## src/core_pkg.sv

```systemverilog
`default_nettype none

package core_pkg;

    localparam int pc_w        = 12;   // 4 KB instruction space
    localparam int line_w      = 128;  // four words per line
    localparam int line_addr_w = 8;

    typedef enum logic [6:0] {
        OP_IMM = 7'b0010011,
        OP     = 7'b0110011,
        BRANCH = 7'b1100011,
        JAL    = 7'b1101111,
        SYSTEM = 7'b1110011
    } opcode_e;

    typedef enum logic [1:0] {
        ALU_ADD = 2'd0,
        ALU_SUB = 2'd1,
        ALU_XOR = 2'd2
    } alu_op_e;

    typedef struct packed {
        logic [3:0]  rd;
        logic [3:0]  rs1;
        logic [3:0]  rs2;
        logic [31:0] imm;      // sign extended
        alu_op_e     alu_op;
        logic        use_imm;
        logic        wr_en;
        logic        is_beq;
        logic        is_bne;
        logic        is_jal;
        logic        is_wfi;
    } dec_ins_t;

endpackage

`default_nettype wire
```

## src/mem_arbiter.sv

```systemverilog
`timescale 1ns/1ps
`default_nettype none

module mem_arbiter (
    input  wire                               fetch_ce,
    input  wire  [core_pkg::line_addr_w-1:0]  fetch_addr,
    input  wire                               wr_req,
    input  wire  [core_pkg::line_addr_w-1:0]  wr_addr,
    input  wire  [core_pkg::line_w-1:0]       wr_line,
    output logic                              wr_gnt,
    output logic                              mem_ce,
    output logic                              mem_we,
    output logic [core_pkg::line_addr_w-1:0]  mem_addr,
    output logic [core_pkg::line_w-1:0]       mem_din
);

    // fetch reads always win the port
    assign wr_gnt = wr_req & ~fetch_ce;

    always_comb begin
        mem_ce   = fetch_ce | wr_req;
        mem_we   = wr_gnt;
        mem_din  = wr_line;
        if (fetch_ce) begin
            mem_addr = fetch_addr;
        end else begin
            mem_addr = wr_addr;  // loader line when fetch idle
        end
    end

endmodule

`default_nettype wire

```

## config.mk

```make
export PLATFORM = sky130hd
export DESIGN_NAME = mem_arbiter
export DESIGN_NICKNAME = d
export VERILOG_FILES = /design/src/core_pkg.sv /design/src/mem_arbiter.sv
export SDC_FILE = /design/constraint.sdc
export NUM_CORES = 1
export LEC_CHECK = 0
export BUFFER_PORTS_ARGS = -buffer_cell sky130_fd_sc_hd__buf_2
export CORE_AREA = 3 3 111 113
export DETAILED_ROUTE_END_ITERATION = 12
export DIE_AREA = 0 0 114 116
export SLEW_MARGIN = 20
export SYNTH_ARGS = -nofsm -noshare
export SYNTH_HDL_FRONTEND = slang
export SYNTH_SLANG_ARGS = --single-unit
```

## constraint.sdc

```tcl
create_clock -name vclk -period 0.8
set_input_delay 0.04 -clock vclk [all_inputs]
set_output_delay 0.04 -clock vclk [all_outputs]
set_load 0.005 [all_outputs]
```

==> reports/qor.txt <==
Crit path max-delay family - buffers and inverters
die height - 116 µm
routed vias/inst - 2.302
# Max-Cap Violations - 0
Final Cycle Share - 93.97%
Switching Fraction - 38.52%
clkbuf count - 0
Core Box Area - 11420 µm²
hold buffer count at cts - 0
setup TNS - 0 ns
DR WL/cell - 18.30 µm
metal2 WL - 983 µm
worst-path cell chain - clkbuf_4 > mux2_4 > buf_2
post-synthesis average cell area - 7.963 µm²
max_slew headroom - 88.19%
first-pass GRT wire length - 3.567 mm
routed wl met3 - 1.009 mm
sequential share of power - 0%
met1 WL - 806 µm
Seq/Total Area, Yosys - 0%
n_diodes - 0
slowest cell on the critical path - mux2_4
Boundary Pins - 285
leak pwr - 0.1881 nW
critical path arrival - 0.71 ns
DRC - 0
Final GP Congestion - 0.4963
Port-buffer cells - 29
share of cells above drive strength 1 - 97.44%
Synth area leaders - buf_4 (87%), mux2_4 (11%), buf_6 (1.0%)
Slew @ Worst Pin - 0.1771 ns
worst hold slack - 0.08000 ns
die width - 114 µm
pwr/cell area - 379.9 nW/µm²
initial antenna violation count - 0
Die ar. - 13220 µm²
Seq cells - 0
setup violators final - 0
remaining antenna violation count - 0
Mapped Area - 1115 µm²
Starting DRT DRC Count - 17
Ys Warns - 0
Tightest Hold Check Type - in -> out
Synth top area share - 86.87%
Initial Util - 9.763%
synthesized instance count - 140
Netlist cell types - 5
Final min period - 0.7518 ns
CP Buf/Inv Count - 2
FMAX - 1.330 GHz
CP peak stage delay - 0.32 ns
Clk network pwr share - 0%
Cell Rows - 39
CP Max Fanout - 10
status - finished clean
syn nets - 286
NetSw - 0.06756 mW
logic gate share of total power - 100.0%
Yosys top cell by area - buf_4
CP startpoint kind - input port
Final Max Slew Viols - 0
routed vias - 419
Worst VDD drop - 79.85 µV
highest metal used - met4
setup repair after global routing missed its margin - false
FILL cells - 1374
sequential cell area - 0 µm²
DRT Pass-1 Iters - 4
Final Non-Filler Cells - 182
Hold Fails Final Rpt - 0
Post-Route WL - 3.331 mm
total grt overflow - 0
placed cell count - 182
Required @ worst endpoint - 0.76 ns
vias in the first global route - 449
Total Routing Usage GR - 3.905%
Setup crit end kind - primary output
largest net degree at the start of global routing - 11
Internal - 0.1078 mW
Setup CP Type - in -> out
Area growth, synth to finish - -58.59%
NumNets Final - 187
-- kinds of logic after synthesis --
kind of cell | Yosys count | share of synthesized area, %
mux | 8 | 10.77
buf+inv | 130 | 87.88
simple gates | 2 | 1.347
-- Yosys cell counts (all sizes together) --
cell type,instances
buf,130
and2b,1
or2,1
mux2,8
-- stage by stage --
stage | utilization [%] | area, µm² | total power [mW] | setup slack [ns]
finish | 4.043 | 461.7 | 0.1754 | 0.04823
global route | 4.043 | 461.7 | 0.1842 | 0.04069
CTS | 4.021 | 459.2 | 0.1737 | 0.003341
detailed placement | 4.021 | 459.2 | 0.1736 | 0.003341
global placement | 4.021 | 459.2 | 0.1734 | 0.02732
floorplan | - | 1115 | 0.6024 | 0.2277
-- power groups by stage --
| stage | sequential (mW) | clock [mW] | combinational (mW) |
|---|---|---|---|
| after floorplan | 0 | 0 | 0.602 |
| after global placement | 0 | 0 | 0.173 |
| after CTS | 0 | 0 | 0.174 |
| after detailed placement | 0 | 0 | 0.174 |
| after global routing | 0 | 0 | 0.184 |
| final | 0 | 0 | 0.175 |
-- routing by layer --
metal | vias up | global-route usage [%]
met3 | 74 | 5.744
li1 | 97 | -
met2 | 122 | 2.459
met5 | - | 0
met4 | 0 | 6.492
met1 | 126 | 3.271
-- layout by cell type (no fill, tap or decap) --
cell type | Yosys | layout
clkbuf_4 | 0 | 1
buf_2 | 0 | 28
mux2_4 | 8 | 8
or2_1 | 1 | 1
and2b_2 | 1 | 1
-- path summary, 6_finish.rpt --
check	startpoint	to	slack (ns)	cells after the start
setup / recovery	fetch_ce	mem_addr[6]	0.05	3
hold / removal	wr_line[33]	mem_din[33]	0.08	0
-- area by class of cell --
cell class / instances / area (µm²) / share of cell area (%)
tap: 143 / 178.9 / 38.75
multi-input combinational: 10 / 135.1 / 29.27
timing repair buffer: 29 / 147.6 / 31.98
-- what timing repair did --
action / in CTS / in global routing
resized for setup: 0 / 1
setup endpoints to repair: 0 / 8
hold endpoints to repair: 0 / 0
setup buffers: 0 / 0
Power figures use the tool's default switching activity.
