### src/core_pkg.sv
`default_nettype none

package core_pkg;

    localparam int pc_w        = 12;   // 4 KB instruction space
    localparam int line_w      = 128;  // four words per line
    localparam int line_addr_w = 8;

    typedef enum logic [6:0] {
        OP_IMM = 7'b0010011,
        OP     = 7'b0110011,
        BRANCH = 7'b1100011,
        JAL    = 7'b1101111,
        SYSTEM = 7'b1110011
    } opcode_e;

    typedef enum logic [1:0] {
        ALU_ADD = 2'd0,
        ALU_SUB = 2'd1,
        ALU_XOR = 2'd2
    } alu_op_e;

    typedef struct packed {
        logic [3:0]  rd;
        logic [3:0]  rs1;
        logic [3:0]  rs2;
        logic [31:0] imm;      // sign extended
        alu_op_e     alu_op;
        logic        use_imm;
        logic        wr_en;
        logic        is_beq;
        logic        is_bne;
        logic        is_jal;
        logic        is_wfi;
    } dec_ins_t;

endpackage

`default_nettype wire
### src/prog_loader.sv
`timescale 1ns/1ps
`default_nettype none

module prog_loader (
    input  wire                               clk,
    input  wire                               arst_n,
    input  wire                               load_vld,
    input  wire  [31:0]                       load_word,
    output logic                              load_rdy,
    output logic                              wr_req,
    output logic [core_pkg::line_addr_w-1:0]  wr_addr,
    output logic [core_pkg::line_w-1:0]       wr_line,
    input  wire                               wr_gnt
);

    logic [1:0] slot;
    logic       take;

    assign load_rdy = ~wr_req;  // stall while a full line waits
    assign take     = load_vld & load_rdy;

    always_ff @(posedge clk or negedge arst_n) begin
        if (!arst_n) begin
            slot    <= '0;
            wr_req  <= 1'b0;
            wr_addr <= '0;
        end else if (wr_gnt) begin
            wr_req  <= 1'b0;
            wr_addr <= wr_addr + 1'b1;
            slot    <= '0;
        end else if (take) begin
            slot <= slot + 1'b1;
            if (slot == 2'd3) begin
                wr_req <= 1'b1;  // line complete
            end
        end
    end

    always_ff @(posedge clk) begin
        if (take) begin
            wr_line[32*slot +: 32] <= load_word;  // slot 0 is the low word
        end
    end

endmodule

`default_nettype wire

### config.mk
export PLATFORM = sky130hd
export DESIGN_NAME = prog_loader
export DESIGN_NICKNAME = d
export VERILOG_FILES = /design/src/core_pkg.sv /design/src/prog_loader.sv
export SDC_FILE = /design/constraint.sdc
export NUM_CORES = 1
export LEC_CHECK = 0
export BUFFER_PORTS_ARGS = -buffer_cell sky130_fd_sc_hd__buf_4
export CAP_MARGIN = 0
export CELL_PAD_IN_SITES_DETAIL_PLACEMENT = 0
export CELL_PAD_IN_SITES_GLOBAL_PLACEMENT = 1
export CORE_ASPECT_RATIO = 0.6
export CORE_MARGIN = 3
export CORE_UTILIZATION = 40
export DETAILED_ROUTE_END_ITERATION = 8
export GPL_TIMING_DRIVEN = 1
export PLACE_DENSITY = 0.83
export SYNTH_ARGS = -nofsm -noshare
export SYNTH_HDL_FRONTEND = slang
export SYNTH_SLANG_ARGS = --single-unit
### constraint.sdc
create_clock -name clk -period 2.6 [get_ports clk]
set_input_delay 0.13 -clock clk [delete_from_list [all_inputs] [get_ports clk]]
set_output_delay 0.13 -clock clk [all_outputs]
set_load 0.01 [all_outputs]
==> results.tsv <==
metric	value	unit
Setup Buffers After CTS	0	
die height	95.2	um
Rows	31	
Net Sw Frac	25.6	%
Synth warnings	0	
Setup crit end kind	flip-flop	
outcome	finished, final reports clean	
min Tclk post-route	2.19	ns
ANT cells	0	
vias in the first global route	3345	
die area	14700	um^2
final worst path period share	84.4	%
relative slew slack	60.7	%
final RePlAce weighted congestion	0.788	
dominant cells by area after synthesis	edfxtp_1, and2_1, dfrtp_1	
# DRC	0	
Reg-to-Reg Start	slot[0]	
Sw Pwr	1460	uW
Cell Int Power	4230	uW
delay-heaviest family, CP	simple AND/OR/NAND/NOR gates	
post-synth top area cell	edfxtp_1	
nature of the critical path startpoint	flip-flop	
TNS Setup	0	ns
CP max FO	21	
async set-reset flop share out of synthesis	7.91	%
syn nets	379	
drt total wl	12.9	mm
Slew @ Worst Pin	0.590	ns
Worst-Skew Late Latency	0.41	ns
fmax	456	MHz
H-tree levels	4	
WHS	0.0161	ns
Hold Crit Class	input pin to flip-flop	
most common cell in the synthesized netlist	edfxtp_1	
Post-Syn Instances	336	
final setup violating endpoints	0	
Port Buffer Count	173	
detailed-route via count	3306	
initial antenna violation count	0	
commonest cells in the synthesized netlist	edfxtp_1, and2_1, nor2_1	
DRT iter0 DRCs	221	
Bufs on Longest Clock Path	2	
Lkg Pwr	0.00302	uW
clk_skew	0.00641	ns
top_reg_cell synth	edfxtp_1	
CP Buf/Inv Count	2	
Peak VDD IR	0.495	mV
synthesized area	5300	um^2
RR Endpoint	wr_line[83]	
Initial DRT Pass Iterations	5	
WL/cell	18.3	um
die width	155	um
fill count	983	
Core Area	12500	um^2
critical path required time	2.87	ns
CP max stage cell	dfrtp_1	
Combinational Power Share	12.6	%
CP Depth	6	
hpwl dp	9.02	mm
Largest stage delay, worst path	0.49	ns
IO Count	174	
crit-path cells	inv_1, ha_1, or3b_1, nor2_2, buf_4, and2_1	
fin util	59.7	%
root buffer selected by CTS	clkbuf_16	
R2R depth	6	
P&R area growth vs syn	40.5	%
CP startpoint	slot[0]	
share of the synthesized area in the top cell type	72.5	%
layout cells sized above 1	41.3	%
flops & latches, synth	139	
Clk pwr share	39.4	%
CTS tree	done	
Pwr per Cell Area	764	nW/um^2
Worst setup endpoint	wr_line[83]	
Starting Density	42.4	%
Num CTS Buffers	17	
Reg clk slew, reported paths	0.06	ns
total track usage	17.8	%
CTS Sinks	139	
Vias/cell	4.69	
Post-Place Cell Area	6860	um^2
Hold Fails Final Rpt	0	
Seq pwr share	48.0	%
fin area	7450	um^2
dpl cells	670	
RSZ-0062 raised after global routing	false	
first-pass GRT wire length	19.5	mm
CP Class	flip-flop to flip-flop	
Max-Cap Viols	0	
post_cts resized	0	
Seq/Total Area, Yosys	77.7	%
Routed Antenna Nets	0	
Synth cell types	28	
Final nets	570	
fin. max-slew vios	0	
final non-filler cell total	705	
largest net degree at the start of global routing	33	
r2r setup slk	0.41	ns
EDFF count, synth	128	
Avg Cell Area, Syn	15.8	um^2
CP Data Arrival Time	2.47	ns
overflow left after global routing	0	
-- per-stage QoR --
stage                     total power [uW]  worst slack [ns]
after floorplan                       3090             0.561
after global placement                3480             0.539
after detailed placement              3500             0.399
after CTS                             5740             0.388
after global routing                  5920             0.237
final                                 5690             0.405
-- per-layer routing --
layer,track usage [%],vias up,wire [um]
met1,25.1,1597,5890
li1,-,1549,-
met4,4.85,0,73
met3,6.12,6,1210
met2,26.7,154,5760
met5,0,-,0
-- repair_timing --
item | CTS | global route
setup endpoints to repair | 0 | 0
endpoints found under the hold margin | 15 | 0
hold buffers | 3 | 0
-- state kept, by name, summed over array words and instances (netlist names) --
signal / cells
wr_addr: 8
slot: 2
wr_line: 128
wr_req: 1
-- power by group through the flow --
stage	registers, uW	logic (uW)	clock network, uW
2_1_floorplan	2830	263	0
3_3_place_gp	2770	712	0
3_5_place_dp	2770	730	0
4_1_cts	2730	733	2280
5_1_grt	2750	791	2380
6_report	2730	719	2240
-- cell usage in the layout, fill, tap and decap left out, drive strengths merged --
| cell | synthesis | final |
|---|---|---|
| nor3 | 1 | 1 |
| nand3b | 1 | 1 |
| mux2 | 1 | 1 |
| and4 | 1 | 1 |
| and4bb | 1 | 1 |
| xor2 | 3 | 3 |
| mux2i | 1 | 1 |
| clkinv | 0 | 4 |
| xnor2 | 5 | 5 |
| nor2b | 1 | 1 |
| nor2 | 38 | 38 |
| and2 | 99 | 99 |
| buf | 3 | 183 |
| inv | 3 | 10 |
| nor3b | 1 | 1 |
| edfxtp | 128 | 128 |
| nand3 | 2 | 2 |
| clkinvlp | 0 | 3 |
| ha | 7 | 7 |
| or3 | 1 | 1 |
| a21oi | 1 | 1 |
| nand2b | 11 | 11 |
| or3b | 1 | 1 |
| and3 | 1 | 1 |
| clkbuf | 11 | 18 |
| dlygate4sd3 | 0 | 3 |
| dfrtp | 11 | 11 |
| nand4 | 1 | 1 |
| nand2 | 2 | 2 |
-- final cells by class --
class                      instances  area [um^2]  area share, %
sequential                       139         4120           55.3
timing repair buffer             186         1430           19.2
multi-input combinational        180         1120           15.1
clock buffer                      18          429           5.76
tap                              165          206           2.77
clock inverter                    14          131           1.76
inverter                           3         11.3          0.151
-- worst min path at each step --
stage             startpoint          end  slack [ns]  cells past startpoint
2_1_floorplan         arst_n      slot[0]       -0.17                      0
3_5_place_dp          arst_n   wr_addr[0]       -0.02                      1
4_1_cts         load_word[2]   wr_line[2]       0.002                      2
5_1_grt         load_word[4]  wr_line[36]       0.002                      2
3_3_place_gp          arst_n   wr_addr[0]       -0.03                      1
6_report       load_word[17]  wr_line[49]        0.02                      2
-- cells by family (layout without fill, tap and decap cells) --
group                      after synthesis  after routing  synth area share [%]
buffers and inverters                   17            221                  1.37
and+or+nand+nor                        162            162                  17.5
DFF                                    139            139                  77.7
AOI/OAI and AO/OA                        1              1                0.0943
adders and majority gates                7              7                  1.65
xor gates and xnor gates                 8              8                  1.32
muxes                                    2              2                 0.401
-- worst reg2reg max path, delay by kind of cell (launching register included) --
kind,cells,cell delay [ns]
buffers and inverters,2,0.46
AND/OR/NAND/NOR,3,0.68
adder cells (fa/ha/maj),1,0.43
flip-flops,1,0.49
(Power assumes the default switching activity.)
