<file path="src/core_pkg.sv">
`default_nettype none

package core_pkg;

    localparam int pc_w        = 12;   // 4 KB instruction space
    localparam int line_w      = 128;  // four words per line
    localparam int line_addr_w = 8;

    typedef enum logic [6:0] {
        OP_IMM = 7'b0010011,
        OP     = 7'b0110011,
        BRANCH = 7'b1100011,
        JAL    = 7'b1101111,
        SYSTEM = 7'b1110011
    } opcode_e;

    typedef enum logic [1:0] {
        ALU_ADD = 2'd0,
        ALU_SUB = 2'd1,
        ALU_XOR = 2'd2
    } alu_op_e;

    typedef struct packed {
        logic [3:0]  rd;
        logic [3:0]  rs1;
        logic [3:0]  rs2;
        logic [31:0] imm;      // sign extended
        alu_op_e     alu_op;
        logic        use_imm;
        logic        wr_en;
        logic        is_beq;
        logic        is_bne;
        logic        is_jal;
        logic        is_wfi;
    } dec_ins_t;

endpackage

`default_nettype wire
</file>
<file path="src/exu.sv">
`timescale 1ns/1ps
`default_nettype none

module exu (
    input  wire                        clk,
    input  wire                        arst_n,
    input  wire                        start_vld,
    input  wire                        dec_vld,
    input  core_pkg::dec_ins_t         dec_ins,
    input  wire  [31:0]                pc,
    output logic                       alu_ifu_br_vld,
    output logic [core_pkg::pc_w-1:0]  alu_ifu_br_addr,
    output logic                       wb_vld,
    output logic [3:0]                 wb_rd,
    output logic [31:0]                wb_data,
    output logic                       halted
);

    logic [31:0] regs [16];
    logic [31:0] rs1_val;
    logic [31:0] rs2_val;
    logic [31:0] op_b;
    logic [31:0] alu_res;
    logic        eq;
    logic        taken;
    logic        halt_q;

    assign rs1_val = regs[dec_ins.rs1];  // x0 is never written
    assign rs2_val = regs[dec_ins.rs2];
    assign op_b    = dec_ins.use_imm ? dec_ins.imm : rs2_val;

    always_comb begin
        case (dec_ins.alu_op)
            core_pkg::ALU_SUB: alu_res = rs1_val - op_b;
            core_pkg::ALU_XOR: alu_res = rs1_val ^ op_b;
            default:           alu_res = rs1_val + op_b;
        endcase
    end

    assign eq    = rs1_val == rs2_val;
    assign taken = dec_ins.is_jal | dec_ins.is_beq & eq | dec_ins.is_bne & ~eq;

    assign alu_ifu_br_vld  = dec_vld & taken;
    assign alu_ifu_br_addr = pc[core_pkg::pc_w-1:0] + dec_ins.imm[core_pkg::pc_w-1:0];

    assign wb_vld  = dec_vld & dec_ins.wr_en & (dec_ins.rd != 4'd0);
    assign wb_rd   = dec_ins.rd;
    assign wb_data = dec_ins.is_jal ? pc + 32'd4 : alu_res;  // link value for jal

    assign halted = halt_q | dec_vld & dec_ins.is_wfi;

    always_ff @(posedge clk or negedge arst_n) begin
        if (!arst_n) begin
            for (int i = 0; i < 16; i++) begin
                regs[i] <= '0;
            end
            halt_q <= 1'b0;
        end else begin
            if (wb_vld) begin
                regs[wb_rd] <= wb_data;
            end
            if (start_vld) begin
                halt_q <= 1'b0;
            end else if (dec_vld && dec_ins.is_wfi) begin
                halt_q <= 1'b1;  // sticky until restart
            end
        end
    end

endmodule

`default_nettype wire

</file>
<file path="config.mk">
export PLATFORM = sky130hd
export DESIGN_NAME = exu
export DESIGN_NICKNAME = d
export VERILOG_FILES = /design/src/core_pkg.sv /design/src/exu.sv
export SDC_FILE = /design/constraint.sdc
export NUM_CORES = 1
export LEC_CHECK = 0
export ABC_AREA = 1
export BUFFER_PORTS_ARGS = -buffer_cell sky130_fd_sc_hd__buf_2
export CAP_MARGIN = 10
export CORE_MARGIN = 5
export CORE_UTILIZATION = 50
export CTS_CLUSTER_SIZE = 8
export DETAILED_ROUTE_END_ITERATION = 8
export PLACE_DENSITY = 0.64
export SETUP_SLACK_MARGIN = 0.3
export SLEW_MARGIN = 0
export SYNTH_ARGS = -nofsm -noshare
export SYNTH_HDL_FRONTEND = slang
export SYNTH_SLANG_ARGS = --single-unit
</file>
<file path="constraint.sdc">
create_clock -name clk -period 17.4 [get_ports clk]
set_input_delay 4.35 -clock clk [delete_from_list [all_inputs] [get_ports clk]]
set_output_delay 4.35 -clock clk [all_outputs]
set_load 0.02 [all_outputs]
</file>
==> results.md <==
- Status: complete, no violations
- Startpoint types: input pin
- Crit Path Category: in2out
- Maximum clock rate: 0.06629 GHz
- Nets: 4,955
- Critical path's most frequent cell: nand2_1
- GR Util met3: 0.05525
- CTS tree: yes
- Met2 Usage GRT: 0.5130
- R2r setup slk: 12.30 ns
- Clock sink total: slightly above 500
- H-tree levels: 3
- Synthesized area per cell: 6.889 µm²
- CTS root buffer: clkbuf_16
- CTS Hold Bufs: 0
- Cell Pwr Density: ~110 nW/µm²
- Clk pin slew, worst setup/hold paths: 0.05 ns
- Synth async-reset ratio: 1.000
- Setup Buffers After CTS: 0
- Post-layout minimum cycle time: 15.09 ns
- EDFF count, synth: 0
- Post-layout util: 0.5421
- Port Buf Inserts: 138
- Post-Syn Area: 33,870 µm²
- Clock skew: 0.02983 ns
- Slew at the pin closest to its max-slew limit: 1.210 ns
- Antenna violations before repair: 1
- Sequential share of the synthesized area: 0.3790
- Final Hold Viols: 0
- Top FF cell, synth: dfrtp_1
- Worst slew margin: 0.1925
- Core Area: 67,160 µm²
- Synth warn: 0
- Max clock buf depth: 3
- Die X: 270.3 µm
- Die Area: 73,050 µm²
- Critical-path top delay cell: clkinv_2
- Syn nets: 5,051
- Vias per cell: just under 6
- Routed Antenna Nets: 0
- Synth Register Bits: 513
- Worst min-delay path category: reg2reg
- Slowest stage delay, CP: 0.96 ns
- Area growth syn-to-layout: 7.480%
- GPL Wtd Cong: 0.9628
- Final WL: 123,200 µm
- Library cells used by synthesis: 50
- Max_cap viols: 0
- DR pass1 iterations: 8
- Max-slew violation total from the final report: 0
- Die Ht: between 200 and 300 µm
- Setup_tns: 0 ns
- Setup crit end kind: primary output
- Largest net degree at the start of global routing: 179
- Share of layout cells above drive strength 1: 0.07807
- M1 GR Usage: 0.4379
- Row cnt: 95
- Post-CTS resize count: 0
- Period utilization: 0.8670
- Num ports: roughly 140
- Syn Inst Count: 4,917
- Worst EP arrival: 10.74 ns
- Overall Global Routing Usage: 0.3280
- Drt wl/cell: 21.60 µm
- First-pass GRT wire length: 187,900 µm
- DRC: 0
- Detailed placer's ending HPWL: about 77,000 µm
- RSZ-0062 raised after global routing: false
- Required @ worst endpoint: approximately 13 ns
- Drt initial violations: 3,514
- CTS buffer count: 74
- Leak Pwr: 17.72 nW
- Clock latency at the later pin of the worst-skew pair: 0.63 ns
- Filler Cell Count: 6,705
- Overflow left after global routing: 0
- Final count of negative-setup-slack endpoints: 0
- Initial Util: 0.5044
- Critical-path maximum fanout: 113
- Worst vdd ir: 0.09138 mV
- Most used routing layer: met2
- Antenna diodes: 0
- Vias in the first global route: 31,060
- Via count: 33,210
final cells by class:
| class | instances | area (µm²) | share of cell area |
|---|---|---|---|
| multi-input cells | 3557 | 17370 | 0.4772 |
| flip-flops and latches | 513 | 12840 | 0.3526 |
| clock buffers | 76 | 1859 | 0.05107 |
| inverters | 457 | 1722 | 0.04729 |
| repair buffers | 218 | 1388 | 0.03811 |
| well taps | 873 | 1092 | 0.03000 |
| clock inverters | 8 | 133.9 | 0.003677 |
sequential cells by signal, indices dropped and copies added (netlist names):
signal and cells:
halt_q 1, regs 512
synthesized netlist by cell type (all sizes together) (2+ instances only):
cell | number | area share
xor2 | 83 | 0.021
nor3 | 16 | 0.0027
dfrtp | 513 | 0.38
o31ai | 3 | 0.00066
a21oi | 255 | 0.038
o221ai | 14 | 0.0036
clkinv | 9 | 0.0010
a21o | 5 | 0.0011
or2 | 50 | 0.0092
nand4 | 15 | 0.0028
buf | 171 | 0.033
nand3 | 521 | 0.077
ha | 44 | 0.016
mux2i | 3 | 0.00089
fa | 2 | 0.0012
o21bai | 4 | 0.00089
a31oi | 11 | 0.0022
nor2 | 204 | 0.023
xnor2 | 38 | 0.0098
nand2 | 1445 | 0.16
o211ai | 186 | 0.041
inv | 448 | 0.050
clkbuf | 219 | 0.024
o21a | 6 | 0.0013
a221oi | 2 | 0.00052
o21ai | 642 | 0.095
power breakdown:
group	switching (mW)	total [mW]	internal, mW
clock network	0.548	1.31	0.757
logic	0.814	1.22	0.402
registers	0.163	1.64	1.47
total	1.53	4.16	2.63
worst paths after layout:
check	startpoint	to	cells after the start
max in group asynchronous	arst_n	regs[434]	4
hold / removal	regs[511]	regs[511]	0
min in group asynchronous	arst_n	regs[25]	1
setup reg to reg	regs[128]	regs[379]	29
hold reg to reg	regs[511]	regs[511]	0
setup / recovery	dec_ins[40]	wb_data[27]	31
kinds of logic after synthesis:
family                     share of synthesized area
DFF                                           0.3790
and+or+nand+nor                               0.2774
adders and majority gates                    0.01744
AOI/OAI and AO/OA                             0.1857
buffers and inverters                         0.1084
muxes                                      0.0008866
xor gates and xnor gates                     0.03129
worst max-delay path, delay by kind of cell:
family | cells | cell delay, ns
buffers and inverters | 5 | 1.94
AO/OA/AOI/OAI | 5 | 1.04
adder cells (fa/ha/maj) | 2 | 0.65
XOR/XNOR | 1 | 0.16
AND/OR/NAND/NOR | 18 | 2.45
placed cells by master, fill, tap and decap left out, types with 44 or more instances in the layout:
| cell | Yosys | final |
|---|---|---|
| nand2_1 | 1431 | 1431 |
| o21ai_0 | 626 | 626 |
| nand3_1 | 518 | 518 |
| dfrtp_1 | 513 | 513 |
| inv_1 | 443 | 436 |
| a21oi_1 | 255 | 255 |
| nor2_1 | 197 | 195 |
| o211ai_1 | 186 | 186 |
| buf_2 | 72 | 131 |
| xor2_1 | 83 | 83 |
| buf_4 | 30 | 79 |
| clkbuf_16 | 0 | 74 |
| ha_1 | 44 | 44 |
metal layers:
metal / vias to the layer above / share of wire
li1: 15830 / -
met1: 15570 / 0.41
met2: 1451 / 0.44
met3: 352 / 0.079
met4: 0 / 0.065
met5: - / 0
metrics by stage:
step / hold WS (ns) / setup slack (ns) / area (µm²) / power [mW] / std cells
floorplan: 0.4290 / 4.933 / 33870 / 2.481 / 4917
global placement: 0.3660 / 2.609 / 34410 / 2.830 / 5618
detailed placement: 0.3680 / 2.504 / 34410 / 2.851 / 5618
CTS: 0.3802 / 2.497 / 36410 / 4.168 / 5702
global route: 0.3891 / 1.868 / 36410 / 4.424 / 5702
finish: 0.3845 / 2.315 / 36410 / 4.160 / 5702
(Power assumes the default switching activity.)
