--- config.mk ---
export PLATFORM = sky130hd
export DESIGN_NAME = ifu
export DESIGN_NICKNAME = d
export VERILOG_FILES = /design/src/core_pkg.sv /design/src/ifu.sv
export SDC_FILE = /design/constraint.sdc
export NUM_CORES = 1
export LEC_CHECK = 0
export ABC_AREA = 1
export CAP_MARGIN = 20
export CORE_ASPECT_RATIO = 0.7
export CORE_MARGIN = 8
export CORE_UTILIZATION = 30
export CTS_CLUSTER_DIAMETER = 200
export DETAILED_ROUTE_END_ITERATION = 10
export DONT_BUFFER_PORTS = 1
export HOLD_SLACK_MARGIN = 0.15
export SYNTH_ARGS = -nofsm -noshare
export SYNTH_HDL_FRONTEND = slang
export SYNTH_SLANG_ARGS = --single-unit
--- constraint.sdc ---
create_clock -name clk -period 1.4 [get_ports clk]
set_input_delay 0.07 -clock clk [delete_from_list [all_inputs] [get_ports clk]]
set_output_delay 0.07 -clock clk [all_outputs]
set_load 0.01 [all_outputs]
--- src/core_pkg.sv ---
`default_nettype none

package core_pkg;

    localparam int pc_w        = 12;   // 4 KB instruction space
    localparam int line_w      = 128;  // four words per line
    localparam int line_addr_w = 8;

    typedef enum logic [6:0] {
        OP_IMM = 7'b0010011,
        OP     = 7'b0110011,
        BRANCH = 7'b1100011,
        JAL    = 7'b1101111,
        SYSTEM = 7'b1110011
    } opcode_e;

    typedef enum logic [1:0] {
        ALU_ADD = 2'd0,
        ALU_SUB = 2'd1,
        ALU_XOR = 2'd2
    } alu_op_e;

    typedef struct packed {
        logic [3:0]  rd;
        logic [3:0]  rs1;
        logic [3:0]  rs2;
        logic [31:0] imm;      // sign extended
        alu_op_e     alu_op;
        logic        use_imm;
        logic        wr_en;
        logic        is_beq;
        logic        is_bne;
        logic        is_jal;
        logic        is_wfi;
    } dec_ins_t;

endpackage

`default_nettype wire
--- src/ifu.sv ---
`timescale 1ns/1ps
`default_nettype none

module ifu (
    input  wire                               clk,
    input  wire                               arst_n,
    input  wire                               start_vld,
    input  wire  [core_pkg::pc_w-1:0]         start_addr,
    input  wire                               idu_ifu_rdy,
    input  wire                               idu_ifu_wfi,
    input  wire                               alu_ifu_br_vld,
    input  wire  [core_pkg::pc_w-1:0]         alu_ifu_br_addr,
    input  wire  [core_pkg::line_w-1:0]       ifu_idu_ins_raw,
    output logic                              ifu_idu_vld,
    output logic [31:0]                       ifu_idu_ins,
    output logic [31:0]                       ifu_idu_pc,
    output logic                              mem_ce,
    output logic [core_pkg::line_addr_w-1:0]  mem_addr
);

    localparam logic [core_pkg::pc_w-1:0] pc_step = 4;

    logic [core_pkg::pc_w-1:0] pc;
    logic [core_pkg::pc_w-1:0] pc_plus;
    logic [core_pkg::pc_w-1:0] pc_nxt;
    logic                      pc_en;
    logic                      vld_nxt;
    logic                      last_slot;

    assign pc_plus   = pc + pc_step;
    assign last_slot = &pc[3:2];
    assign pc_en     = ifu_idu_vld & idu_ifu_rdy | start_vld | alu_ifu_br_vld;
    assign vld_nxt   = start_vld | ifu_idu_vld & ~idu_ifu_wfi | alu_ifu_br_vld;

    always_comb begin
        if (start_vld) begin
            pc_nxt = {start_addr[core_pkg::pc_w-1:2], 2'b00};
        end else if (alu_ifu_br_vld) begin
            pc_nxt = alu_ifu_br_addr;
        end else begin
            pc_nxt = pc_plus;
        end
    end

    // new line on start, redirect or leaving slot 3
    assign mem_ce   = start_vld | alu_ifu_br_vld | ifu_idu_vld & idu_ifu_rdy & last_slot;
    assign mem_addr = pc_nxt[core_pkg::pc_w-1:4];

    always_ff @(posedge clk or negedge arst_n) begin
        if (!arst_n) begin
            ifu_idu_vld <= 1'b0;
            pc          <= '0;
        end else begin
            ifu_idu_vld <= vld_nxt;
            if (pc_en) begin
                pc <= pc_nxt;
            end
        end
    end

    assign ifu_idu_ins = ifu_idu_ins_raw[32*pc[3:2] +: 32];  // word select
    assign ifu_idu_pc  = {{(32-core_pkg::pc_w){1'b0}}, pc};

endmodule

`default_nettype wire

==> impl_metrics.csv, run 1 <==
group,metric,value,unit
flow_run,drv_cap,0,
clocking,ctsHoldBuffers,16,
route,drtIter0Drc,156,
clocking,clockBufferDepth,2,
route,ant_nets,0,
clocking,clock_latency,0.24,ns
run_status,status,"finished with violations",
logic_synthesis,synth.top_cell.area_share,0.1710,
route,num_vias,2707,
logic_synthesis,yosysUniqueCellTypes,24,
global_route,grt.total_usage,0.1864,
power,total_power,2.505,mW
setup_path,max_stage_delay,0.46,ns
setup_path,slowest_stage,"dfrtp_2",
logic_synthesis,ys_seq_elements,13,
logic_synthesis,seq_area_frac_synth,0.1659,
power,vdd_ir_drop_max,387.6,uV
die,die_y,83.64,um
die,core-area,6276,um2
setup_path,cp_max_fo,5,
layout,final_cell_mix,"59 x nor2_1, 53 x nand2_1, 48 x buf_4, 35 x o21ai_0",
logic_synthesis,synth_area,1961,um2
global_route,antenna_found_initial,0,
die,dieArea,9419,um2
setup_path,crit_required,1.33,ns
setup_path,cp_cell_sequence,"ha_4 > buf_4 > xnor2_2 > o211ai_1 > buf_4",
layout,drive_gt1_frac,0.3358,
timing,rsz0062_at_grt,"true",
timing,skew,0.0009413,ns
route,drc,0,
setup_path,crit_type,"reg2out",
die,die_w,112.6,um
setup_path,cp_common_cell,"buf_4",
timing,fin_crit_sh,1.161,
timing,max-slew-margin-rel,0.5600,
layout,fin_nets,559,
placed_design,dp_slack,-0.02378,ns
timing,finalHoldViolations,0,
timing,tightest_slew,0.6578,ns
setup_path,cp-startpoint,"pc[2]$_DFFE_PN0P_",
placed_design,hpwl,6.958,mm
route,drt_wl_total,9.805,mm
die,fp-row-count,24,
min_path,min-delay-start,"start_addr[2]",
layout,area_growth,53.99,%
logic_synthesis,yosys_warnings,0,
global_route,grt_max_degree,33,
power,p_leak,1.298,nW
die,ios,232,
clocking,cts.sinks,13,
logic_synthesis,syn_inst,348,
global_route,overflow,0,
layout,finish.utilization,0.4811,
global_route,grt_pass1_vias,2796,
clocking,clk_pin_slew,0.06,ns
logic_synthesis,syn-mean-instance-area,5.634,um2
clocking,tritoncts.num_buffers,3,
power,p_per_area,829.8,nW/um2
clocking,cts_max_level,1,
setup_path,cp_data_arrival_time,1.56,ns
route,drt_first_pass_iters,5,
clocking,cts_root_buf,"clkbuf_8",
route,wire_per_inst,20.56,um
layout,stdcell_count,477,
layout,final_common_cell,"nor2_1",
run_status,violations,"negative setup slack",
timing,setup_viol,42,
setup_path,r2r_start,"pc[2]$_DFFE_PN0P_",
timing,fin_crit,1.625,ns
setup_path,end_kind,"output pin",
placed_design,numPortBuffers,0,
timing,finalWorstSetupSlack,-0.2252,ns
route,viasPerCell,5.675,
timing,fmax,615.3,MHz
die,start_util,0.3124,
layout,antenna_cells,0,
global_route,grt_pass1_wl,14.55,mm
logic_synthesis,synth.largest_area_cell,"o21ai_0",
layout,nFillCells,605,
placed_design,place_congestion,0.8546,
timing,finalMaxSlewViolations,0,
logic_synthesis,synth_area_leaders,"o21ai_0 17%, dfrtp_1 17%, nor2_1 14%",
min_path,hold_path_class,"in2reg",
clocking,cts_tree,"built",
setup_path,cp-start-kind,"flop",
placed_design,numPlacedInstances,437,
## logic make-up after synthesis
| logic type | count (synthesis) | share of synthesized area |
|---|---|---|
| other | 1 | 0.001913 |
| AO/OA/AOI/OAI | 109 | 0.3082 |
| XOR/XNOR | 1 | 0.004468 |
| flip-flops | 13 | 0.1659 |
| AND/OR/NAND/NOR | 157 | 0.3248 |
| buffers and inverters | 66 | 0.1883 |
| adder cells (fa/ha/maj) | 1 | 0.006381 |
## Yosys cell counts
cell and number:
clkinv_1 1, conb_1 1, nand3_2 2, o21bai_1 2
xnor2_1 1, ha_1 1, nor2_2 2, inv_1 12
a21oi_1 3, buf_4 29, o22ai_1 32, o21ai_0 67
o211ai_1 1, a32oi_1 1, nand3_1 22, o21ai_1 1
nand2_1 58, buf_2 10, dfrtp_1 13, nand4_1 1
a31oi_1 1, clkbuf_1 14, nor2_1 72, o21bai_2 1
## where the power goes
| part | switching, mW | total, mW | internal (mW) |
|---|---|---|---|
| logic | 0.908 | 1.68 | 0.769 |
| registers | 0.0641 | 0.483 | 0.419 |
| clock network | 0.145 | 0.346 | 0.201 |
## layout make-up
| cell class | count | area, um2 | share of cell area |
|---|---|---|---|
| multi-input combinational | 288 | 1664 | 0.5512 |
| clock buffer | 4 | 45.04 | 0.01492 |
| timing repair buffer | 81 | 827.0 | 0.2739 |
| tap | 78 | 97.59 | 0.03232 |
| inverter | 13 | 55.05 | 0.01823 |
| sequential | 13 | 330.3 | 0.1094 |
## critical path, delay by kind of cell (launching register included)
family                   cells  cell delay [ns]
XOR/XNOR                     1             0.13
buffers and inverters        2             0.31
AO/OA/AOI/OAI                1             0.21
adder cells (fa/ha/maj)      1             0.20
flip-flops                   1             0.46
## timing repair
item	CTS	global route
setup buffers	7	8
gates resized for setup	84	39
pin swaps	9	13
gates cloned	3	2
endpoints found under the setup margin	43	45
endpoints found under the hold margin	21	1
## sequential cells by signal, summed over array words and instances (netlist names)
signal,cells
pc,12
ifu_idu_vld,1
## stage by stage
| step | hold WS (ns) | TNS, ns | instance area, um2 |
|---|---|---|---|
| CTS | 0.03960 | -3.877 | 2799 |
| floorplan | -0.2256 | 0 | 2033 |
| global placement | -0.2251 | 0 | 2175 |
| detailed placement | -0.2251 | -0.03090 | 2175 |
| finish | 0.03829 | -4.188 | 3019 |
| global route | 0.04927 | -6.972 | 3019 |
## routing by layer
layer	up-vias	GRT usage	wire length, um
met5	-	0	0
met4	0	0.02195	122
met3	15	0.05564	956
met2	175	0.3348	4862
met1	1280	0.2178	3864
li1	1237	-	-
## final timing paths
kind	endpoint	slack, ns	depth (start not counted)
worst max-delay path	mem_addr[0]	-0.23	5
worst min-delay path	pc[2]$_DFFE_PN0P_	0.04	2
worst max register to register	pc[4]$_DFFE_PN0P_	-0.13	8
worst min register to register	pc[1]$_DFFE_PN0P_	0.55	2
max in group asynchronous	pc[3]$_DFFE_PN0P_	0.64	1
min in group asynchronous	pc[10]$_DFFE_PN0P_	0.29	1
Power figures use the tool's default switching activity.
==> run 2: changes to the inputs <==
--- a/config.mk
+++ b/config.mk
@@ -13,6 +13,7 @@
 export CTS_CLUSTER_DIAMETER = 200
 export DETAILED_ROUTE_END_ITERATION = 10
 export DONT_BUFFER_PORTS = 1
+export GPL_TIMING_DRIVEN = 0
 export HOLD_SLACK_MARGIN = 0.15
 export SYNTH_ARGS = -nofsm -noshare
 export SYNTH_HDL_FRONTEND = slang
==> impl_metrics.csv, run 2 (synthesized netlist as in run 1, its figures left out) <==
group,metric,value,unit
clocking,tritoncts.num_buffers,3,
flow_run,drv_cap,0,
timing,fmax,567.0,MHz
route,num_vias,2670,
layout,final_common_cell,"nor2_1",
placed_design,numPortBuffers,0,
placed_design,hpwl,7.754,mm
clocking,cts_root_buf,"clkbuf_8",
route,drt_wl_total,10.27,mm
setup_path,crit_required,1.33,ns
timing,fin_hold_ws,0.1446,ns
layout,drive_gt1_frac,0.3291,
power,p_per_area,813.9,nW/um2
die,die_w,112.6,um
clocking,clk_pin_slew,0.06,ns
power,vdd_ir_drop_max,346.8,uV
route,drtIter0Drc,142,
route,viasPerCell,5.621,
route,drt_first_pass_iters,4,
layout,stdcell_count,475,
power,internal_power,1.188,mW
timing,finalHoldViolations,0,
route,wire_per_inst,21.62,um
die,fp-row-count,24,
setup_path,cp_max_fo,7,
timing,fin_crit_sh,1.260,
layout,nFillCells,653,
setup_path,r2r_start,"pc[3]$_DFFE_PN0P_",
min_path,hold_path_class,"in2reg",
global_route,grt_max_degree,14,
die,core-area,6276,um2
power,p_sw_frac,0.4828,
layout,final_area,2823,um2
timing,fin_crit,1.764,ns
layout,area_growth,43.97,%
global_route,grt.total_usage,0.1928,
setup_path,end_kind,"output pin",
clocking,cts_tree,"built",
timing,tightest_slew,0.6563,ns
die,die_y,83.64,um
layout,finish.utilization,0.4498,
placed_design,dp_slack,-0.3959,ns
clocking,cts.sinks,13,
timing,tns,-8.232,ns
setup_path,cp-startpoint,"pc[3]$_DFFE_PN0P_",
global_route,grt_pass1_wl,14.85,mm
power,p_switching,1.109,mW
route,drc,0,
die,ios,232,
timing,max-slew-margin-rel,0.5610,
placed_design,dpl_cell_area,2131,um2
layout,seq_area,332.8,um2
min_path,min-delay-start,"start_addr[11]",
die,dieArea,9419,um2
timing,setup_viol,43,
die,start_util,0.3124,
run_status,violations,"negative setup slack",
layout,final_cell_mix,"66 x nor2_1, 52 x nand2_1, 44 x o21ai_0, 35 x buf_4, 31 x o22ai_2",
clocking,clock_latency,0.25,ns
power,combPwrFrac,0.615,
clocking,cts_max_level,1,
timing,skew,0.003919,ns
setup_path,cp_data_arrival_time,1.69,ns
placed_design,place_congestion,0.8571,
power,p_leak,1.282,nW
timing,finalWorstSetupSlack,-0.3636,ns
layout,multiInputGateArea,1639,um2
timing,finalMaxSlewViolations,0,
layout,largestRegisters,"pc (12), ifu_idu_vld (1)",
global_route,grt_pass1_vias,2757,
power,seqPwrFrac,0.232,
layout,largest_reg_flops,12,
global_route,antenna_found_initial,2,
run_status,status,"finished with violations",
global_route,overflow,0,
timing,rsz0062_at_grt,"true",
setup_path,crit_type,"reg2out",
power,p_clk_frac,0.153,
placed_design,numPlacedInstances,445,
route,ant_nets,0,
setup_path,cp-start-kind,"flop",
layout,top_register,"pc",
power,total_power,2.297,mW
clocking,clockBufferDepth,2,
layout,fin_nets,555,
## run 2: what timing repair did
action / in CTS / in global routing
hold endpoints to repair: 22 / 0
resized for setup: 95 / 42
buffers inserted: 8 / 3
pin swaps: 12 / 9
hold buffers: 14 / 0
setup endpoints to repair: 49 / 49
## run 2: power groups by stage
stage,registers (mW),logic (mW),clock network [mW]
finish,0.533,1.41,0.352
floorplan,0.492,0.794,0
detailed placement,0.523,1.01,0
global placement,0.523,0.988,0
CTS,0.523,1.33,0.355
global route,0.539,1.52,0.377
## run 2: final cells by class
cell class,instances,area share
inverter,13,0.01862
sequential,13,0.1179
antenna,2,0.001773
buffer,52,0.1458
clock buffer,3,0.01463
clock inverter,1,0.001773
timing repair buffer,25,0.08422
multi-input combinational,288,0.5807
tap,78,0.03457
## run 2: worst paths after layout
check / endpoint / slack [ns] / depth (start not counted)
max: mem_addr[4] / -0.36 / 8
min: pc[11]$_DFFE_PN0P_ / 0.14 / 6
max reg2reg: pc[8]$_DFFE_PN0P_ / -0.19 / 10
min reg2reg: pc[1]$_DFFE_PN0P_ / 0.56 / 2
max in group asynchronous: pc[5]$_DFFE_PN0P_ / 0.65 / 1
min in group asynchronous: pc[11]$_DFFE_PN0P_ / 0.29 / 1
## run 2: worst max-delay path: stages, from the launching register on
cell and delay, ns:
dfrtp_2 0.51, ha_4 0.19, nand3_4 0.09, nor2_4 0.14, nand2_1 0.08, nand2_1 0.10, nand3_2 0.09, nand2_2 0.11
buf_4 0.13
## run 2: metal layers
metal  vias to the layer above  part of all wire  track usage
met5                         -                 0            0
met2                       175              0.49       0.3434
met4                         0            0.0092      0.02805
met1                      1256              0.39       0.2214
li1                       1231                 -            -
met3                         8              0.10      0.06503
