### config.mk
export PLATFORM = sky130hd
export DESIGN_NAME = idu
export DESIGN_NICKNAME = d
export VERILOG_FILES = /design/src/core_pkg.sv /design/src/idu.sv
export SDC_FILE = /design/constraint.sdc
export NUM_CORES = 1
export LEC_CHECK = 0
export BUFFER_PORTS_ARGS = -buffer_cell sky130_fd_sc_hd__buf_2
export CORE_UTILIZATION = 31
export DETAILED_ROUTE_END_ITERATION = 10
export PLACE_DENSITY = 0.91
export SETUP_SLACK_MARGIN = 0.5
export SLEW_MARGIN = 20
export SYNTH_ARGS = -nofsm -noshare
export SYNTH_HDL_FRONTEND = slang
export SYNTH_SLANG_ARGS = --single-unit
### constraint.sdc
create_clock -name vclk -period 2.35
set_input_delay 0.47 -clock vclk [all_inputs]
set_output_delay 0.47 -clock vclk [all_outputs]
set_load 0.02 [all_outputs]
### src/core_pkg.sv
`default_nettype none

package core_pkg;

    localparam int pc_w        = 12;   // 4 KB instruction space
    localparam int line_w      = 128;  // four words per line
    localparam int line_addr_w = 8;

    typedef enum logic [6:0] {
        OP_IMM = 7'b0010011,
        OP     = 7'b0110011,
        BRANCH = 7'b1100011,
        JAL    = 7'b1101111,
        SYSTEM = 7'b1110011
    } opcode_e;

    typedef enum logic [1:0] {
        ALU_ADD = 2'd0,
        ALU_SUB = 2'd1,
        ALU_XOR = 2'd2
    } alu_op_e;

    typedef struct packed {
        logic [3:0]  rd;
        logic [3:0]  rs1;
        logic [3:0]  rs2;
        logic [31:0] imm;      // sign extended
        alu_op_e     alu_op;
        logic        use_imm;
        logic        wr_en;
        logic        is_beq;
        logic        is_bne;
        logic        is_jal;
        logic        is_wfi;
    } dec_ins_t;

endpackage

`default_nettype wire
### src/idu.sv
`timescale 1ns/1ps
`default_nettype none

module idu (
    input  wire                 ifu_idu_vld,
    input  wire  [31:0]         ifu_idu_ins,
    output logic                dec_vld,
    output core_pkg::dec_ins_t  dec_ins,
    output logic                idu_ifu_rdy,
    output logic                idu_ifu_wfi
);

    localparam logic [31:0] wfi_enc = 32'h1050_0073;

    core_pkg::opcode_e opcode;
    logic [2:0]        funct3;
    logic [6:0]        funct7;
    logic [31:0]       imm_i;
    logic [31:0]       imm_b;
    logic [31:0]       imm_j;

    assign opcode = core_pkg::opcode_e'(ifu_idu_ins[6:0]);
    assign funct3 = ifu_idu_ins[14:12];
    assign funct7 = ifu_idu_ins[31:25];

    assign imm_i = {{20{ifu_idu_ins[31]}}, ifu_idu_ins[31:20]};
    assign imm_b = {{19{ifu_idu_ins[31]}}, ifu_idu_ins[31], ifu_idu_ins[7],
                    ifu_idu_ins[30:25], ifu_idu_ins[11:8], 1'b0};
    assign imm_j = {{11{ifu_idu_ins[31]}}, ifu_idu_ins[31], ifu_idu_ins[19:12],
                    ifu_idu_ins[20], ifu_idu_ins[30:21], 1'b0};

    always_comb begin
        dec_ins     = '0;  // no-op unless matched below
        dec_ins.rd  = ifu_idu_ins[10:7];
        dec_ins.rs1 = ifu_idu_ins[18:15];
        dec_ins.rs2 = ifu_idu_ins[23:20];
        case (opcode)
            core_pkg::OP_IMM: begin
                if (funct3 == 3'b000) begin  // addi
                    dec_ins.imm     = imm_i;
                    dec_ins.use_imm = 1'b1;
                    dec_ins.wr_en   = 1'b1;
                end
            end
            core_pkg::OP: begin
                dec_ins.wr_en = 1'b1;
                case ({funct7, funct3})
                    10'b0000000_000: dec_ins.alu_op = core_pkg::ALU_ADD;
                    10'b0100000_000: dec_ins.alu_op = core_pkg::ALU_SUB;
                    10'b0000000_100: dec_ins.alu_op = core_pkg::ALU_XOR;
                    default:         dec_ins.wr_en  = 1'b0;
                endcase
            end
            core_pkg::BRANCH: begin
                dec_ins.imm    = imm_b;
                dec_ins.is_beq = funct3 == 3'b000;
                dec_ins.is_bne = funct3 == 3'b001;
            end
            core_pkg::JAL: begin
                dec_ins.imm    = imm_j;
                dec_ins.is_jal = 1'b1;
                dec_ins.wr_en  = 1'b1;
            end
            core_pkg::SYSTEM: dec_ins.is_wfi = ifu_idu_ins == wfi_enc;
            default: ;
        endcase
    end

    assign dec_vld     = ifu_idu_vld;
    assign idu_ifu_rdy = ~dec_ins.is_wfi;
    assign idu_ifu_wfi = ifu_idu_vld & dec_ins.is_wfi;  // fetch stops after this one

endmodule

`default_nettype wire

==> flow_summary.ini, run 1 <==
[timing]
max_freq_mhz = 433
rsz0062_at_grt = yes
setup_viol = 0
hold_violations = 0
hold-worst-slack_ns = 1.18
fin_tns_setup_ns = 0
worst_pin_slew_ns = 0.320
fin_crit_sh_pct = 98.3
slew_viol_final = 0
finalCriticalPeriod_ns = 2.31
maxSlewHeadroom_pct = 78.5

[pwr]
powerDensity_mw_per_mm2 = 110
power.internal_uw = 101
leakagePower_nw = 0.942
power_frac_comb_pct = 100.0
irDropWorstVdd_uv = 108
seqPwrFrac_pct = 0
switching_share_pct = 56.3
p_sw_uw = 130
clock_power_share_pct = 0

[logic_synthesis]
syn_area_um2 = 722
synth_cell_type_count = 28
synthCells = 109
ys_seq_area_share_pct = 0
synth_nets = 142
yosysWarnings = 0
syn_area_per_cell_um2 = 6.62

[critical_path]
cp_data_required_time_ns = 1.88
cp-end-kind = primary output
cp_max_fo = 3
crit_type = primary input to primary output
critical_path_arrival_ns = 1.84
worst_setup_path_start_kind = primary input

[die]
start_util_pct = 32.6
io_pins = 88
die_area_mm2 = 0.00253
die_x_um = 50.3
coreArea_mm2 = 0.00221
fp-row-count = 17
die_y_um = 50.3

[final_layout]
areaGrowthSynthToFinish_pct = 191
final-seq-area_um2 = 0
design_area_mm2 = 0.00210
final_core_utilization_pct = 95.0
nNetsFinal = 238
seq_cell_count = 0
antenna_cells = 0
nClkBuffers = 0
drive_gt1_share_pct = 84.7

[drt]
vias_per_cell = 6.33
route.detailed.drc = 0
drt_iter0_drc = 86
vias = 1462
routedWlPerCell_um = 24.7
drtAntennaViolNets = 0
routed_wl_um = 5710
firstDrtPassIters = 4

[min_path]
hp-class = primary input to primary output

[global_routing]
grt_pass1_vias = 1084
grt_usage_pct = 26.2
antenna_found_initial = 0
gr-total-overflow = 0
grt_start_max_net_pins = 13
grt_pass1_wl_um = 5170

[run_status]
outcome = finished, final reports clean

[placed_design]
placed_cell_area_mm2 = 0.00119
globalplace.congestion = 0.877
dp_hpwl_um = 2260
port_buffers = 88

[clock_network]
hold_buffers = 0

[flow_run]
cap_violations = 0
worst max-delay path: stages:
cell and delay, ns:
buf_8 0.11, nor4_4 0.36, nand3_2 0.17, or4b_4 0.58, buf_6 0.15
power by group through the flow:
stage                     sequential [mW]  combinational (mW)  clock, mW
after floorplan                         0              0.0737          0
after global placement                  0               0.128          0
after detailed placement                0               0.130          0
after CTS                               0               0.159          0
after global routing                    0               0.236          0
final                                   0               0.231          0
Yosys cell counts:
cell type   n  area [µm²]
or4b_1      1        10.0
and3_1      1        6.26
o221ai_1    1        8.76
nor3_1      1        5.00
inv_1       3        11.3
a21oi_1     7        35.0
o211ai_1    1        7.51
nor4_1      3        18.8
nand3_1    23         115
nand4_4     1        21.3
nor3b_1     2        15.0
a31oi_1     1        6.26
and4b_1     1        10.0
clkinv_1    1        3.75
o2bb2ai_1   8        70.1
clkbuf_1    3        11.3
nor2_1      5        18.8
nand2_1     5        18.8
and3_2      1        7.51
and2_1      1        6.26
nor4bb_1    2        20.0
buf_4      24         180
and4bb_4    1        16.3
nor3_4      1        16.3
nand4_1     5        31.3
a22oi_1     1        7.51
and3b_1     1        8.76
nor4b_1     4        35.0
cell usage in the layout, fill, tap and decap left out, drive strengths merged:
| cell | instances |
|---|---|
| a21oi | 7 |
| a22oi | 1 |
| a31oi | 2 |
| and2 | 1 |
| and3 | 2 |
| and3b | 1 |
| and4b | 1 |
| and4bb | 1 |
| buf | 120 |
| inv | 4 |
| nand2 | 5 |
| nand3 | 23 |
| nand4 | 6 |
| nor2 | 5 |
| nor3 | 2 |
| nor3b | 2 |
| nor4 | 3 |
| nor4b | 4 |
| nor4bb | 2 |
| o211ai | 1 |
| o221ai | 1 |
| o2bb2ai | 8 |
| or4b | 1 |
cell families (layout without fill, tap and decap cells):
logic type	Yosys count	after routing	share of synthesized area [%]
and+or+nand+nor	59	59	52.7
AOI/OAI and AO/OA	19	20	18.7
buffers and inverters	31	124	28.6
timing repair:
action | 4_1_cts | 5_1_grt
resized for setup | 53 | 119
endpoints found under the setup margin | 42 | 42
setup buffers | 9 | 14
pin swaps | 10 | 37
gates cloned | 0 | 1
path summary, 6_finish.rpt:
kind | startpoint | to | slack, ns | cells after the start
min | ifu_idu_vld | dec_vld | 1.18 | 2
max | ifu_idu_ins[15] | idu_ifu_rdy | 0.04 | 5
layout make-up:
| cell class | instances | area, µm² |
|---|---|---|
| timing repair buffer | 120 | 1060 |
| fill | 58 | 110 |
| inverter | 4 | 22.5 |
| multi-input combinational | 79 | 985 |
| tap | 28 | 35.0 |
metal layers:
| metal | GRT usage [%] | up-vias | wire length [µm] |
|---|---|---|---|
| li1 | - | 599 | - |
| met1 | 30.5 | 670 | 1970 |
| met2 | 47.8 | 147 | 2710 |
| met3 | 2.12 | 46 | 574 |
| met4 | 11.4 | 0 | 451 |
| met5 | 0 | - | 0 |
stage by stage:
stage               std cells  worst slack [ns]  power, mW
finish                    231            0.0409      0.231
global route              231            0.0162      0.236
CTS                       216             0.144      0.159
detailed placement        207            0.0368      0.130
global placement          207            0.0372      0.128
floorplan                 109             0.277     0.0737
No activity file was read; power rests on OpenSTA's default activity.
==> run 2: changes to the inputs <==
--- a/config.mk
+++ b/config.mk
@@ -6,9 +6,9 @@
 export NUM_CORES = 1
 export LEC_CHECK = 0
 export BUFFER_PORTS_ARGS = -buffer_cell sky130_fd_sc_hd__buf_2
-export CORE_UTILIZATION = 31
+export CORE_UTILIZATION = 37
 export DETAILED_ROUTE_END_ITERATION = 10
-export PLACE_DENSITY = 0.91
+export PLACE_DENSITY = 0.95
 export SETUP_SLACK_MARGIN = 0.5
 export SLEW_MARGIN = 20
 export SYNTH_ARGS = -nofsm -noshare
==> constraint.sdc (replaced) <==
create_clock -name vclk -period 2.8
set_input_delay 0.56 -clock vclk [all_inputs]
set_output_delay 0.56 -clock vclk [all_outputs]
set_load 0.02 [all_outputs]
==> flow_summary.ini, run 2 (synthesis results as in run 1) <==
[global_routing]
grt_usage_pct = 27.2
antenna_found_initial = 0
grt_start_max_net_pins = 11
grt_pass1_wl_um = 4400
grt_pass1_vias = 976
gr-total-overflow = 0

[timing]
worst_pin_slew_ns = 0.565
setup_viol = 0
slew_viol_final = 0
rsz0062_at_grt = yes
fin_tns_setup_ns = 0
finalCriticalPeriod_ns = 2.46
max_freq_mhz = 406
fin_crit_sh_pct = 88.0
hold_violations = 0
maxSlewHeadroom_pct = 62.3

[die]
io_pins = 88
start_util_pct = 40.5
die_y_um = 46.2
coreArea_mm2 = 0.00178
fp-row-count = 15
die_area_mm2 = 0.00213
die_x_um = 46.2

[final_layout]
final-seq-area_um2 = 0
seq_cell_count = 0
drive_gt1_share_pct = 71.0
design_area_mm2 = 0.00141
multi_input_area_um2 = 759
nClkBuffers = 0
mostFrequentLayoutCell = buf_2
nNetsFinal = 218
fill_cells = 121
areaGrowthSynthToFinish_pct = 95.8
layout_common_cells = buf_2, nand3_1, buf_4
antenna_cells = 0
final_core_utilization_pct = 79.3

[critical_path]
cp_max_fo = 8
critical_path.max_stage_delay_ns = 0.39
critical-path-top-delay-family = simple AND/OR/NAND/NOR gates
cp-end-kind = primary output
cp_data_required_time_ns = 2.24
worst_setup_path_start_kind = primary input
cp_cell_sequence = buf_6 > and4bb_4 > nand2_1 > o2bb2ai_1 > buf_2
crit_type = primary input to primary output
cp_slowest_cell = and4bb_4
cp_num_buf_inv = 2
critical_path_arrival_ns = 1.90

[drt]
routedWlPerCell_um = 16.6
drt_iter0_drc = 43
vias = 1220
firstDrtPassIters = 4
route.detailed.drc = 0
drtAntennaViolNets = 0
vias_per_cell = 5.87
routed_wl_um = 3450

[run_status]
outcome = finished, final reports clean

[placed_design]
port_buffers = 88
dp_hpwl_um = 2100
globalplace.congestion = 0.841
placed_cell_area_mm2 = 0.00106

[flow_run]
cap_violations = 0

[pwr]
irDropWorstVdd_uv = 62.7
leakagePower_nw = 0.708
powerDensity_mw_per_mm2 = 92.6

[min_path]
hp-class = primary input to primary output
[run 2: report_power, final]
group / internal [mW] / switching (mW) / leakage (nW)
logic: 0.0519 / 0.0790 / 0.708
clock network: 0 / 0 / 0
registers: 0 / 0 / 0
total: 0.0519 / 0.0790 / 0.708
[run 2: worst paths after layout]
check	from	to	cells after the start
setup / recovery	ifu_idu_ins[2]	dec_ins[20]	5
hold / removal	ifu_idu_vld	dec_vld	2
[run 2: per-stage QoR]
stage | hold slack (ns) | worst slack, ns | instances | power [mW]
4_1_cts | 1.36 | 0.426 | 205 | 0.110
3_5_place_dp | 1.36 | 0.272 | 198 | 0.100
2_1_floorplan | 1.17 | 0.480 | 109 | 0.0578
3_3_place_gp | 1.35 | 0.296 | 198 | 0.0986
5_1_grt | 1.38 | 0.273 | 208 | 0.138
6_report | 1.36 | 0.336 | 208 | 0.131
[run 2: layout make-up]
cell class | instances | area share, %
Timing Repair Buffer | 100 | 42.8
Inverter | 4 | 1.24
Multi-Input combinational cell | 79 | 53.7
Tap cell | 25 | 2.21
[run 2: repair_timing]
| item | 4_1_cts | 5_1_grt |
|---|---|---|
| gates resized for setup | 15 | 39 |
| gates cloned | 1 | 0 |
| buffers inserted | 6 | 3 |
| hold buffers | 0 | 0 |
| pin swaps | 7 | 8 |
| endpoints found under the setup margin | 24 | 32 |
[run 2: per-layer routing]
| layer | vias up | track usage (%) | share of wire, % |
|---|---|---|---|
| li1 | 550 | - | - |
| met1 | 568 | 31.2 | 34 |
| met2 | 88 | 51.0 | 54 |
| met3 | 14 | 5.10 | 8.1 |
| met4 | 0 | 6.47 | 3.7 |
| met5 | - | 0 | 0 |
==> run 3: changes to the inputs <==
--- a/config.mk
+++ b/config.mk
@@ -6,7 +6,10 @@
 export NUM_CORES = 1
 export LEC_CHECK = 0
 export BUFFER_PORTS_ARGS = -buffer_cell sky130_fd_sc_hd__buf_2
-export CORE_UTILIZATION = 37
+export CELL_PAD_IN_SITES_DETAIL_PLACEMENT = 0
+export CELL_PAD_IN_SITES_GLOBAL_PLACEMENT = 1
+export CORE_MARGIN = 3
+export CORE_UTILIZATION = 22
 export DETAILED_ROUTE_END_ITERATION = 10
 export PLACE_DENSITY = 0.95
 export SETUP_SLACK_MARGIN = 0.5
==> flow_summary.ini, run 3 (synthesis results as in run 1) <==
[run_status]
outcome = finished, final reports clean

[die]
coreArea_mm2 = 0.00310
fp-row-count = 20
io_pins = 88
die_y_um = 63.3
die_area_mm2 = 0.00400
die_x_um = 63.3
start_util_pct = 23.3

[critical_path]
cp-end-kind = primary output
cp_cell_sequence = buf_8 > nor4_4 > nand3_2 > or4b_4 > buf_6
crit_type = primary input to primary output
critical_path_arrival_ns = 1.79
cp_data_required_time_ns = 2.24
critical_path.max_stage_delay_ns = 0.55
cp_max_fo = 3
cp_slowest_cell = or4b_4
worst_setup_path_start_kind = primary input

[drt]
firstDrtPassIters = 4
vias = 1122
route.detailed.drc = 0
routedWlPerCell_um = 14.6
drtAntennaViolNets = 0
drt_iter0_drc = 35
vias_per_cell = 4.96
routed_wl_um = 3300

[min_path]
hp-class = primary input to primary output
hp-start = ifu_idu_ins[17]
worst_hold_path.num_cells = 2
holdPathEnd = dec_ins[46]

[placed_design]
dpl_worst_slack_ns = 0.233
port_buffers = 88
placed_cell_area_mm2 = 0.00109
dp.cells = 217
dp_hpwl_um = 2390
globalplace.congestion = 0.814

[pwr]
powerDensity_mw_per_mm2 = 92.6
leakagePower_nw = 0.719
irDropWorstVdd_uv = 55.9

[timing]
rsz0062_at_grt = yes
max_freq_mhz = 426
setup_viol = 0
slew_viol_final = 0
fin_tns_setup_ns = 0
fin_crit_sh_pct = 83.8
finalCriticalPeriod_ns = 2.35
fin_ws_ns = 0.454
hold_violations = 0
worst_pin_slew_ns = 0.376
maxSlewHeadroom_pct = 74.9

[final_layout]
areaGrowthSynthToFinish_pct = 108
seq_cell_count = 0
antenna_cells = 0
design_area_mm2 = 0.00150
layout_common_cells = buf_2, buf_4, nand3_1
nNetsFinal = 217
final-seq-area_um2 = 0
fin_cells = 226
final_core_utilization_pct = 48.4
mostFrequentLayoutCell = buf_2
nClkBuffers = 0
fill_cells = 323
drive_gt1_share_pct = 75.8

[clock_network]
hold_buffers = 0

[global_routing]
gr-total-overflow = 0
antenna_found_initial = 0
grt_start_max_net_pins = 11
grt_pass1_wl_um = 5150
grt_pass1_vias = 1092
grt_usage_pct = 15.1

[flow_run]
cap_violations = 0
run 3: stage by stage:
stage | total power, mW | hold slack, ns
after detailed placement | 0.102 | 1.36
after global placement | 0.100 | 1.36
final | 0.139 | 1.36
after CTS | 0.117 | 1.36
after global routing | 0.149 | 1.36
after floorplan | 0.0578 | 1.17
run 3: what timing repair did:
action	CTS	global route
cloned	1	0
setup endpoints to repair	31	38
resized for setup	39	47
pin swaps	13	7
buffers inserted	7	1
run 3: final cells by class:
class | instances | area, µm² | share of cell area (%)
inverters | 4 | 17.5 | 1.17
well taps | 44 | 55.1 | 3.66
multi-input cells | 79 | 763 | 50.8
repair buffers | 99 | 667 | 44.4
run 3: where the power goes:
group | switching (mW) | internal (mW) | leakage (nW) | total [mW]
registers | 0 | 0 | 0 | 0
clock network | 0 | 0 | 0 | 0
logic | 0.0790 | 0.0601 | 0.719 | 0.139
total | 0.0790 | 0.0601 | 0.719 | 0.139
run 3: worst max-delay path: cells and delay by family:
kind | cells | cell delay (ns)
buffers and inverters | 2 | 0.25
AND/OR/NAND/NOR | 3 | 0.97
run 3: per-layer routing:
layer	vias to the layer above	part of all wire, %	routed length (µm)	GRT usage, %
li1	550	-	-	-
met1	524	42	1400	20.9
met2	48	52	1710	27.4
met3	0	5.9	194	0.891
met4	0	0	0	0
met5	-	0	0	0
run 3: worst max-delay path by stage:
stage | startpoint | to | slack, ns | cells after the start
detailed placement | ifu_idu_ins[18] | idu_ifu_rdy | 0.23 | 5
global placement | ifu_idu_ins[18] | idu_ifu_rdy | 0.24 | 5
global route | ifu_idu_ins[9] | idu_ifu_rdy | 0.40 | 5
floorplan | ifu_idu_ins[13] | dec_ins[29] | 0.48 | 4
finish | ifu_idu_ins[17] | idu_ifu_rdy | 0.45 | 5
CTS | ifu_idu_ins[4] | dec_ins[32] | 0.43 | 5
